File: src/logic/tree_route_config.svh
// ==================================================
// tree shape for the route unit, K-ary and L layers
// K should be a power of two so every digit code is a port
// both values need to be at least 2
// ==================================================
`ifndef TREE_ROUTE_CONFIG_SVH
`define TREE_ROUTE_CONFIG_SVH

// ==================================================
// arity
// ==================================================
// number of down ports per router; port K is always up
`define TREE_K 2

// ==================================================
// height
// ==================================================
// layer 0 holds the leaves, layer TREE_L-1 is the root
// endpoints in the whole tree = TREE_K ** TREE_L
`define TREE_L 3

`endif

File: src/logic/tree_route_pkg.sv
// ==================================================
// shared widths and types for the tree route unit
// widths follow from the config defines only
// ==================================================
package tree_route_pkg;

`include "tree_route_config.svh"

    // ==================================================
    // derived sizes
    // ==================================================
    localparam int K  = `TREE_K;
    localparam int L  = `TREE_L;
    localparam int KW = (K > 2) ? $clog2(K) : 1;     // bits per digit
    localparam int LW = (L > 1) ? $clog2(L) : 1;     // bits per layer number
    localparam int PW = $clog2(K + 1);               // down ports plus one up
    localparam int AW = L * KW;                      // full address width

    // ==================================================
    // types
    // ==================================================
    typedef logic [KW-1:0] digit_t;       // one address digit
    typedef logic [AW-1:0] tree_addr_t;   // endpoint address or router position
    typedef logic [LW-1:0] layer_t;       // router layer
    typedef logic [PW-1:0] port_t;        // binary output port
    typedef logic [K-1:0]  port_mask_t;   // one-hot, arrival port removed

    // up port sits above all the down ports
    localparam port_t PORT_UP = port_t'(K);

endpackage

File: src/logic/route_req_if.sv
`timescale 1ns/1ps
// ==================================================
// registered route request between stage and decoder
// one request per cycle while valid is high, never refused
// ==================================================
interface route_req_if;
    import tree_route_pkg::*;

    logic       valid;       // request present this cycle
    tree_addr_t dest_addr;   // destination endpoint
    port_t      dest_port;   // current-hop output port
    port_t      in_port;     // port the header came in on

    // driven by the stage register
    modport stage (
        output valid,
        output dest_addr,
        output dest_port,
        output in_port
    );

    // readers of the registered request
    modport sink (
        input  valid,
        input  dest_addr,
        input  dest_port,
        input  in_port
    );

endinterface

File: src/logic/tree_nca_route.sv
`timescale 1ns/1ps
// ==================================================
// nearest-common-ancestor port select, no latency
// a layer strap above L-1 selects nothing and routes down on port 0
// ==================================================
module tree_nca_route (
    input  tree_route_pkg::tree_addr_t current_pos,     // own position digits
    input  tree_route_pkg::layer_t     current_layer,   // own layer
    input  tree_route_pkg::tree_addr_t dest_addr,       // destination endpoint
    output tree_route_pkg::port_t      dest_port        // chosen output port
);
    import tree_route_pkg::*;

    digit_t dest_digit [L];
    digit_t pos_digit  [L];
    logic   go_up;
    digit_t down_digit;

    // split both addresses into digits
    for (genvar g = 0; g < L; g++) begin : g_digit
        assign dest_digit[g] = dest_addr[g*KW +: KW];
        assign pos_digit[g]  = current_pos[g*KW +: KW];
    end

    // ==================================================
    // subtree test and down digit select
    // ==================================================
    always_comb begin
        go_up      = 1'b0;
        down_digit = '0;
        for (int i = 0; i < L; i++) begin
            // digits above own layer must match own position
            if (layer_t'(i) > current_layer && dest_digit[i] != pos_digit[i]) begin
                go_up = 1'b1;
            end
            if (layer_t'(i) == current_layer) begin
                down_digit = dest_digit[i];   // branch taken at this layer
            end
        end
    end

    // root has no digits above it, so it never goes up
    assign dest_port = go_up ? PORT_UP : port_t'(down_digit);

endmodule

File: src/logic/tree_neighbor_addr.sv
`timescale 1ns/1ps
// ==================================================
// position and layer of the router behind a port
// down from a leaf leads to an endpoint, result is then meaningless
// up from the root is not expected
// ==================================================
module tree_neighbor_addr (
    input  tree_route_pkg::tree_addr_t current_pos,     // own position digits
    input  tree_route_pkg::layer_t     current_layer,   // own layer
    input  tree_route_pkg::port_t      dest_port,       // port being taken
    output tree_route_pkg::tree_addr_t next_pos,        // neighbour position
    output tree_route_pkg::layer_t     next_layer       // neighbour layer
);
    import tree_route_pkg::*;

    logic   go_up;
    layer_t up_layer;
    layer_t down_layer;
    digit_t down_digit;

    assign go_up      = (dest_port == PORT_UP);
    assign up_layer   = current_layer + 1'b1;        // parent layer
    assign down_layer = current_layer - 1'b1;        // child layer
    assign down_digit = digit_t'(dest_port);         // down ports fit a digit

    // ==================================================
    // digit update
    // ==================================================
    always_comb begin
        next_pos = current_pos;
        if (go_up) begin
            // parent keeps digits above its own layer, its branch digit drops
            for (int i = 0; i < L; i++) begin
                if (layer_t'(i) == up_layer) begin
                    next_pos[i*KW +: KW] = '0;
                end
            end
        end else begin
            // child is told apart by the digit at our own layer
            for (int i = 0; i < L; i++) begin
                if (layer_t'(i) == current_layer) begin
                    next_pos[i*KW +: KW] = down_digit;
                end
            end
        end
    end

    assign next_layer = go_up ? up_layer : down_layer;

endmodule

File: src/logic/tree_lookahead_route.sv
`timescale 1ns/1ps
// ==================================================
// header stage register plus next-hop route, 1 cycle
// straps are registered with the header, so they may change per header
// lk_port is only meaningful while lk_valid is high
// ==================================================
module tree_lookahead_route (
    input  logic                       clk,
    input  logic                       reset,
    input  logic                       hdr_valid,
    input  tree_route_pkg::tree_addr_t dest_addr,      // destination endpoint
    input  tree_route_pkg::port_t      dest_port,      // current-hop port
    input  tree_route_pkg::port_t      in_port,        // arrival port
    input  tree_route_pkg::layer_t     router_layer,   // layer strap
    input  tree_route_pkg::tree_addr_t router_pos,     // position strap
    route_req_if.stage                 req,
    output logic                       lk_valid,
    output tree_route_pkg::port_t      lk_port
);
    import tree_route_pkg::*;

    logic       valid_q;
    tree_addr_t addr_q;
    port_t      port_q;
    port_t      in_port_q;
    layer_t     layer_q;
    tree_addr_t pos_q;
    tree_addr_t next_pos;
    layer_t     next_layer;
    logic       to_endpoint;

    // ==================================================
    // stage register
    // ==================================================
    always_ff @(posedge clk or posedge reset) begin
        if (reset) begin
            valid_q   <= 1'b0;
            addr_q    <= '0;
            port_q    <= '0;
            in_port_q <= '0;
            layer_q   <= '0;
            pos_q     <= '0;
        end else begin
            valid_q   <= hdr_valid;
            addr_q    <= dest_addr;
            port_q    <= dest_port;
            in_port_q <= in_port;
            layer_q   <= router_layer;
            pos_q     <= router_pos;
        end
    end

    assign req.valid     = valid_q;
    assign req.dest_addr = addr_q;
    assign req.dest_port = port_q;
    assign req.in_port   = in_port_q;

    // ==================================================
    // next hop
    // ==================================================
    tree_neighbor_addr u_neighbor (
        .current_pos   (pos_q),
        .current_layer (layer_q),
        .dest_port     (port_q),
        .next_pos      (next_pos),
        .next_layer    (next_layer)
    );

    tree_nca_route u_next_nca (
        .current_pos   (next_pos),
        .current_layer (next_layer),
        .dest_addr     (req.dest_addr),
        .dest_port     (lk_port)
    );

    // a down port on a leaf feeds an endpoint, no router to route for
    assign to_endpoint = (layer_q == '0) && (port_q != PORT_UP);
    assign lk_valid    = valid_q && !to_endpoint;

endmodule

File: src/logic/tree_port_decoder.sv
`timescale 1ns/1ps
// ==================================================
// binary port to one-hot crossbar request
// arrival port bit is squeezed out, so K bits remain
// ==================================================
module tree_port_decoder (
    route_req_if.sink                  req,
    output logic                       route_valid,
    output tree_route_pkg::port_mask_t port_mask
);
    import tree_route_pkg::*;

    logic [K:0] port_onehot;   // all K+1 ports
    port_mask_t masked;

    // out-of-range codes give an all-zero one-hot
    always_comb begin
        for (int j = 0; j <= K; j++) begin
            port_onehot[j] = (req.dest_port == port_t'(j));
        end
    end

    // bits above the arrival port shift down by one
    always_comb begin
        for (int j = 0; j < K; j++) begin
            if (port_t'(j) < req.in_port) begin
                masked[j] = port_onehot[j];
            end else begin
                masked[j] = port_onehot[j+1];
            end
        end
    end

    assign route_valid = req.valid;
    assign port_mask   = req.valid ? masked : '0;   // quiet when idle

endmodule

File: src/logic/tree_route_unit.sv
`timescale 1ns/1ps
// ==================================================
// route unit for one tree router, 1 cycle header to result
// accepts a header every cycle, no back-pressure
// straps must describe a real router of the configured tree
// ==================================================
module tree_route_unit (
    input  logic                       clk,
    input  logic                       reset,

    // header side
    input  logic                       hdr_valid,      // header present
    input  tree_route_pkg::tree_addr_t dest_addr,      // destination endpoint
    input  tree_route_pkg::port_t      in_port,        // arrival port

    // router straps
    input  tree_route_pkg::layer_t     router_layer,   // 0 is leaf
    input  tree_route_pkg::tree_addr_t router_pos,     // digits up to layer are zero

    // route result
    output logic                       route_valid,
    output tree_route_pkg::port_mask_t port_mask,      // one-hot, arrival removed
    output tree_route_pkg::port_t      dest_port,      // binary current-hop port
    output logic                       lk_valid,       // next hop is a router
    output tree_route_pkg::port_t      lk_port         // port at the next router
);
    import tree_route_pkg::*;

    port_t cur_port;   // current-hop port before the stage

    route_req_if req_if ();

    // ==================================================
    // current hop
    // ==================================================
    tree_nca_route u_cur_nca (
        .current_pos   (router_pos),
        .current_layer (router_layer),
        .dest_addr     (dest_addr),
        .dest_port     (cur_port)
    );

    // ==================================================
    // stage and look-ahead
    // ==================================================
    tree_lookahead_route u_lookahead (
        .clk          (clk),
        .reset        (reset),
        .hdr_valid    (hdr_valid),
        .dest_addr    (dest_addr),
        .dest_port    (cur_port),
        .in_port      (in_port),
        .router_layer (router_layer),
        .router_pos   (router_pos),
        .req          (req_if.stage),
        .lk_valid     (lk_valid),
        .lk_port      (lk_port)
    );

    // ==================================================
    // crossbar request
    // ==================================================
    tree_port_decoder u_decoder (
        .req         (req_if.sink),
        .route_valid (route_valid),
        .port_mask   (port_mask)
    );

    assign dest_port = req_if.dest_port;   // registered binary port

endmodule

File: config.mk
export PLATFORM = sky130hd
export DESIGN_NAME = tree_route_unit
export DESIGN_NICKNAME = d
export VERILOG_FILES = /design/src/logic/tree_route_pkg.sv /design/src/logic/route_req_if.sv /design/src/logic/tree_nca_route.sv /design/src/logic/tree_neighbor_addr.sv /design/src/logic/tree_lookahead_route.sv /design/src/logic/tree_port_decoder.sv /design/src/logic/tree_route_unit.sv
export VERILOG_INCLUDE_DIRS = /design/src /design/src/logic
export SDC_FILE = /design/constraint.sdc
export NUM_CORES = 1
export LEC_CHECK = 0
export ABC_AREA = 0
export BUFFER_PORTS_ARGS = -buffer_cell sky130_fd_sc_hd__buf_2
export CORE_UTILIZATION = 43
export DETAILED_ROUTE_END_ITERATION = 7
export PLACE_DENSITY = 0.71
export RECOVER_POWER = 25
export SETUP_SLACK_MARGIN = 0.15
export SYNTH_ARGS = -nofsm -noshare
export SYNTH_HDL_FRONTEND = slang
export SYNTH_HIERARCHICAL = 1
export SYNTH_SLANG_ARGS = --single-unit
File: constraint.sdc
create_clock -name clk -period 1.85 [get_ports clk]
set_input_delay 0.4625 -clock clk [delete_from_list [all_inputs] [get_ports clk]]
set_output_delay 0.4625 -clock clk [all_outputs]
set_load 0.02 [all_outputs]
==> results of run 1 <==
==> routing by layer <==
layer,wire length [µm],vias up
met5,0,-
met4,8,0
met3,29,2
met2,561,12
met1,474,211
li1,-,241
==> worst max-delay path, cell delays in order, from the launching register on <==
cell	delay, ns
sky130_fd_sc_hd__dfrtp_1	0.39
sky130_fd_sc_hd__inv_2	0.07
sky130_fd_sc_hd__ha_2	0.18
sky130_fd_sc_hd__mux2_4	0.27
sky130_fd_sc_hd__a21oi_4	0.15
sky130_fd_sc_hd__xor2_1	0.18
sky130_fd_sc_hd__o2bb2ai_2	0.15
sky130_fd_sc_hd__buf_4	0.18
==> worst max-delay path by stage <==
stage	startpoint	slack [ns]	cells past startpoint	end
finish	u_lookahead/layer_q[1]$_DFF_PP0_	-0.43	7	lk_port[1]
global placement	u_lookahead/layer_q[0]$_DFF_PP0_	-0.19	8	lk_port[0]
CTS	u_lookahead/layer_q[0]$_DFF_PP0_	-0.47	8	lk_port[0]
detailed placement	u_lookahead/layer_q[0]$_DFF_PP0_	-0.20	8	lk_port[0]
global route	u_lookahead/layer_q[1]$_DFF_PP0_	-0.53	7	lk_port[1]
floorplan	u_lookahead/layer_q[0]$_DFF_PP0_	-0.05	6	lk_port[1]
==> area by class of cell <==
cell class	instances	area (µm²)
flip-flops and latches	12	304.0
fillers	119	419.2
inverters	5	18.77
clock buffers	4	26.28
repair buffers	27	191.4
multi-input cells	35	355.3
well taps	15	18.77
==> state kept, by name, summed over array words and instances (netlist names) <==
name / flops
u_lookahead/req.dest_addr: 3
u_lookahead/layer_q: 2
u_lookahead/pos_q: 2
u_lookahead/req.valid: 1
u_lookahead/req.in_port: 2
u_lookahead/req.dest_port: 2
==> metrics by stage <==
step,TNS [ns],cells
2_1_floorplan,-0.08496,55
3_3_place_gp,-0.3618,91
3_5_place_dp,-0.3876,91
4_1_cts,-1.026,97
5_1_grt,-1.358,98
6_report,-0.9726,98
==> where the power goes <==
part	switching [mW]	internal [mW]	leakage, nW
sequential	0.0164	0.279	0.138
combinational	0.103	0.113	0.266
clock	0.0701	0.0830	0.0150
total	0.189	0.475	0.420
==> timing repair <==
| action | CTS | global route |
|---|---|---|
| gates resized for setup | 9 | 11 |
| endpoints found under the setup margin | 5 | 5 |
| buffers inserted | 2 | 1 |
| hold buffers | 0 | 0 |
| gates cloned | 0 | 0 |
| pin swaps | 4 | 6 |
==> placed cells by master (no fill, tap or decap), types with 2 or more instances in the layout <==
master                      instances
sky130_fd_sc_hd__a21oi_1            2
sky130_fd_sc_hd__buf_2             12
sky130_fd_sc_hd__buf_4              6
sky130_fd_sc_hd__buf_6              7
sky130_fd_sc_hd__clkbuf_1           3
sky130_fd_sc_hd__clkbuf_4           3
sky130_fd_sc_hd__dfrtp_1            9
sky130_fd_sc_hd__dfrtp_2            3
sky130_fd_sc_hd__inv_1              3
sky130_fd_sc_hd__inv_2              2
sky130_fd_sc_hd__mux2_4             2
sky130_fd_sc_hd__mux2i_1            2
sky130_fd_sc_hd__nand3b_1           3
sky130_fd_sc_hd__nor2_1             2
sky130_fd_sc_hd__o21a_1             2
sky130_fd_sc_hd__o2bb2ai_2          2
sky130_fd_sc_hd__xnor2_1            2
sky130_fd_sc_hd__xor2_1             2
==> flow_metrics.env, run 1 <==
export IMPL_grt_busiest_layer="met2"
export IMPL_post_route_worst_hold_slack_ns=0.1813
export IMPL_grt_total_usage_pct=17.07
export IMPL_die_area_um2=1636
export IMPL_placeableCoreArea_um2=1334
export IMPL_rsz0062_at_grt="yes"
export IMPL_crit_path_max_fanout=3
export IMPL_place_port_buffers=19
export IMPL_layout_setup_ws_ns=-0.4306
export IMPL_max_vdd_ir_drop_v=0.0004906
export IMPL_mappedNetlistArea_um2=635.6
export IMPL_number_of_antenna_violations_at_the_first_check_in_global_routing=0
export IMPL_vias=466
export IMPL_routedWlPerCell_um=10.96
export IMPL_first_pass_iters=2
export IMPL_cts_tree="built"
export IMPL_grt_pass1_vias=459
export IMPL_worst_endpoint_arrival_ns=1.82
export IMPL_slew_viol_final=0
export IMPL_slew_at_the_pin_closest_to_its_max_slew_limit_ns=0.4218
export IMPL_timing_final_setup_violations=4
export IMPL_min_path_type="in -> async"
export IMPL_num_io_pins=21
export IMPL_final_core_util_pct=68.57
export IMPL_grt_first_pass_wirelength_mm=1.773
export IMPL_slew_limit_headroom_pct=71.85
export IMPL_type_of_the_worst_setup_path="reg -> out"
export IMPL_total_leakage_power_nw=0.4197
export IMPL_syn_avg_cell_area_um2=11.56
export IMPL_synth_yosys_warnings=6
export IMPL_place_area_um2=802.0
export IMPL_violations="setup timing"
export IMPL_antenna_left=0
export IMPL_synthesis_nets=71
export IMPL_rows=13
export IMPL_vias_per_cell=4.755
export IMPL_total_power_uw=664.1
export IMPL_clkTransAtPathRegs_ns=0.07
export IMPL_maxCapViolCount=0
export IMPL_gr_layer_usage_met3_pct=1.667
export IMPL_clk_path_buf_depth=2
export IMPL_routability_driven_placement_congestion_ratio=0.6670
export IMPL_synthToLayoutAreaGrowth_pct=43.90
export IMPL_grt_start_max_net_pins=13
export IMPL_die_x_um=40.45
export IMPL_place_hpwl_um=849
export IMPL_layout_cell_area_non_filler_um2=914.6
export IMPL_critPathCaptureType="output port"
export IMPL_antenna_cells_inserted=0
export IMPL_post_route_period_util_pct=123.3
export IMPL_final_critical_path_time_including_i_o_delays_and_setup_ns=2.281
export IMPL_post_route_drc_count=0
export IMPL_initial_util_pct=47.65
export IMPL_clock_buffer_count_from_cts=3
export IMPL_final_net_count=100
export IMPL_grt_overflow_total=0
export IMPL_htree_num_levels=1
export IMPL_layout_drive_gt1_share_pct=59.04
export IMPL_routed_wl_mm=1.074
export IMPL_die_h_um=40.45
export IMPL_startpoint_type="flop"
export IMPL_drtIter0Drc=1
export IMPL_clock_fmax_mhz=438.5
export IMPL_crit_required_ns=1.39
export IMPL_grt_use_met2_pct=29.76
export IMPL_grtUsageMet1_pct=20.00
export IMPL_tritoncts_num_sinks=12
export IMPL_hold_viol=0
export IMPL_run_status="complete, but fails checks"
export IMPL_syn_inst=55
export IMPL_pwr_density_cell_nw_per_um2=726.1
export IMPL_cts_root_buffer="sky130_fd_sc_hd__clkbuf_4"
export IMPL_dp_worst_setup_slack_ns=-0.1958
(Power assumes the default switching activity.)
==> run 2: changes to the inputs <==
--- a/config.mk
+++ b/config.mk
@@ -7,10 +7,11 @@
 export NUM_CORES = 1
 export LEC_CHECK = 0
 export ABC_AREA = 0
-export BUFFER_PORTS_ARGS = -buffer_cell sky130_fd_sc_hd__buf_2
+export CORE_MARGIN = 1
 export CORE_UTILIZATION = 43
 export DETAILED_ROUTE_END_ITERATION = 7
-export PLACE_DENSITY = 0.71
+export DONT_BUFFER_PORTS = 1
+export GPL_ROUTABILITY_DRIVEN = 0
 export RECOVER_POWER = 25
 export SETUP_SLACK_MARGIN = 0.15
 export SYNTH_ARGS = -nofsm -noshare
==> run 2 against run 1 <==
  * The flow still finishes with violations (setup timing)
  * Die area did not move
  * Sequential share of layout area rose by 4.4 points
  * Routed wire length rose by 0.65%
  * Combinational power fell by 19%
  * Critical path type unchanged
  * Critical endpoint unchanged
==> flow_metrics.env, run 2 (synthesized netlist as in run 1, its figures left out) <==
export IMPL_placeableCoreArea_um2=1334
export IMPL_layout_commonest_cell="sky130_fd_sc_hd__dfrtp_1"
export IMPL_grt_start_max_net_pins=13
export IMPL_cp_delay_by_family_top="flip-flops"
export IMPL_num_io_pins=21
export IMPL_critPathCaptureType="output port"
export IMPL_combinationalPowerShare_pct=26.2
export IMPL_place_port_buffers=0
export IMPL_worst_endpoint_arrival_ns=1.82
export IMPL_clock_buffer_count_from_cts=3
export IMPL_timing_critical_path_slowest_cell_delay_ns=0.39
export IMPL_antenna_left=0
export IMPL_final_critical_path_time_including_i_o_delays_and_setup_ns=2.284
export IMPL_timing_final_setup_violations=4
export IMPL_antenna_cells_inserted=0
export IMPL_instances_no_fill=80
export IMPL_worst_path_max_delay_cell="sky130_fd_sc_hd__dfrtp_1"
export IMPL_layout_setup_ws_ns=-0.4337
export IMPL_min_path_type="in -> async"
export IMPL_pwr_share_clk_pct=29.4
export IMPL_max_vdd_ir_drop_v=0.0005197
export IMPL_clkTransAtPathRegs_ns=0.07
export IMPL_startpoint_type="flop"
export IMPL_layout_drive_gt1_share_pct=49.23
export IMPL_grt_pass1_vias=425
export IMPL_die_area_um2=1636
export IMPL_type_of_the_worst_setup_path="reg -> out"
export IMPL_vias_per_cell=5.213
export IMPL_number_of_antenna_violations_at_the_first_check_in_global_routing=0
export IMPL_cts_tree="built"
export IMPL_cts_root_buffer="sky130_fd_sc_hd__clkbuf_4"
export IMPL_layout_common_cells="10 x sky130_fd_sc_hd__dfrtp_1, 5 x sky130_fd_sc_hd__buf_4, 4 x sky130_fd_sc_hd__buf_6, 4 x sky130_fd_sc_hd__inv_1"
export IMPL_grt_total_usage_pct=16.32
export IMPL_dp_cells=74
export IMPL_run_status="complete, but fails checks"
export IMPL_violations="setup timing"
export IMPL_slew_limit_headroom_pct=73.60
export IMPL_crit_path_max_fanout=3
export IMPL_die_h_um=40.45
export IMPL_final_net_count=82
export IMPL_hold_viol=0
export IMPL_post_route_period_util_pct=123.4
export IMPL_pwr_density_cell_nw_per_um2=828.2
export IMPL_netSwitchingFraction_pct=27.46
export IMPL_slew_at_the_pin_closest_to_its_max_slew_limit_ns=0.3956
export IMPL_vias=417
export IMPL_dp_worst_setup_slack_ns=-0.1963
export IMPL_clk_path_buf_depth=2
export IMPL_chain_of_cells_forming_the_critical_path="inv_2 -> ha_2 -> mux2_4 -> a21oi_2 -> xor2_1 -> o2bb2ai_2 -> buf_6"
export IMPL_first_pass_iters=4
export IMPL_grt_overflow_total=0
export IMPL_layout_cell_area_non_filler_um2=804.5
export IMPL_post_route_drc_count=0
export IMPL_clock_fmax_mhz=437.9
export IMPL_largest_reg_flops=3
export IMPL_rows=13
export IMPL_grt_first_pass_wirelength_mm=1.704
export IMPL_place_area_um2=721.9
export IMPL_holdBufCountCts=0
export IMPL_rsz0062_at_grt="yes"
export IMPL_place_hpwl_um=890.5
export IMPL_tritoncts_num_sinks=12
export IMPL_initial_util_pct=47.65
export IMPL_crit_required_ns=1.39
export IMPL_cellInternalPower_uw=483.4
export IMPL_synthToLayoutAreaGrowth_pct=26.57
export IMPL_timing_critical_path_buf_inv=2
export IMPL_share_seq_of_total_power_pct=44.4
export IMPL_slew_viol_final=0
export IMPL_drtIter0Drc=2
export IMPL_power_switching_uw=182.9
export IMPL_setup_tns_ns=-0.8532
export IMPL_total_leakage_power_nw=0.3556
export IMPL_htree_num_levels=1
export IMPL_die_x_um=40.45
export IMPL_routed_wl_mm=1.081
export IMPL_total_power_uw=666.3
export IMPL_maxCapViolCount=0
export IMPL_routedWlPerCell_um=13.51
## run 2: cell types whose count changed in the layout (fill, tap and decap cells not counted), sizes merged
cell / previous run / this run
clkbuf: 6 / 4
buf: 25 / 9
## run 2: stage by stage
stage,hold WS (ns),util [%]
3_3_place_gp,0.3460,54.13
5_1_grt,0.08034,60.32
2_1_floorplan,0.3271,-
6_report,0.06311,60.32
4_1_cts,0.06820,59.76
3_5_place_dp,0.3574,54.13
## run 2: power by group through the flow
| stage | registers (mW) | clock network [mW] | logic [mW] |
|---|---|---|---|
| after floorplan | 0.302 | 0 | 0.134 |
| after global placement | 0.299 | 0 | 0.155 |
| after detailed placement | 0.299 | 0 | 0.161 |
| after CTS | 0.296 | 0.200 | 0.175 |
| after global routing | 0.299 | 0.218 | 0.188 |
| final | 0.296 | 0.196 | 0.174 |
## run 2: worst paths after layout
path | depth (start not counted) | end | start | slack, ns
max | 7 | lk_port[1] | u_lookahead/layer_q[1]$_DFF_PP0_ | -0.43
min in group clk | 0 | u_lookahead/pos_q[2]$_DFF_PP0_ | router_pos[2] | 0.22
max in group asynchronous | 1 | u_lookahead/req.dest_port[0]$_DFF_PP0_ | reset | 1.48
min | 1 | u_lookahead/layer_q[0]$_DFF_PP0_ | reset | 0.06
## run 2: per-layer routing
metal,up-vias,wire (µm),track usage [%]
met5,-,0,0
met4,0,0,10.00
met3,0,42,5.000
met2,10,580,26.19
met1,202,458,18.75
li1,205,-,-
## run 2: timing repair
| action | in CTS | in global routing |
|---|---|---|
| setup buffers | 1 | 1 |
| cloned | 0 | 0 |
| resized for setup | 9 | 0 |
| setup endpoints to repair | 5 | 5 |
| pin swaps | 4 | 3 |
## run 2: area by class of cell
cell class / instances / area [µm²]
Fill cell: 105 / 529.3
Multi-Input combinational cell: 35 / 345.3
Timing Repair Buffer: 9 / 82.58
Sequential cell: 12 / 302.8
Clock buffer: 4 / 36.28
Inverter: 5 / 18.77
Tap cell: 15 / 18.77
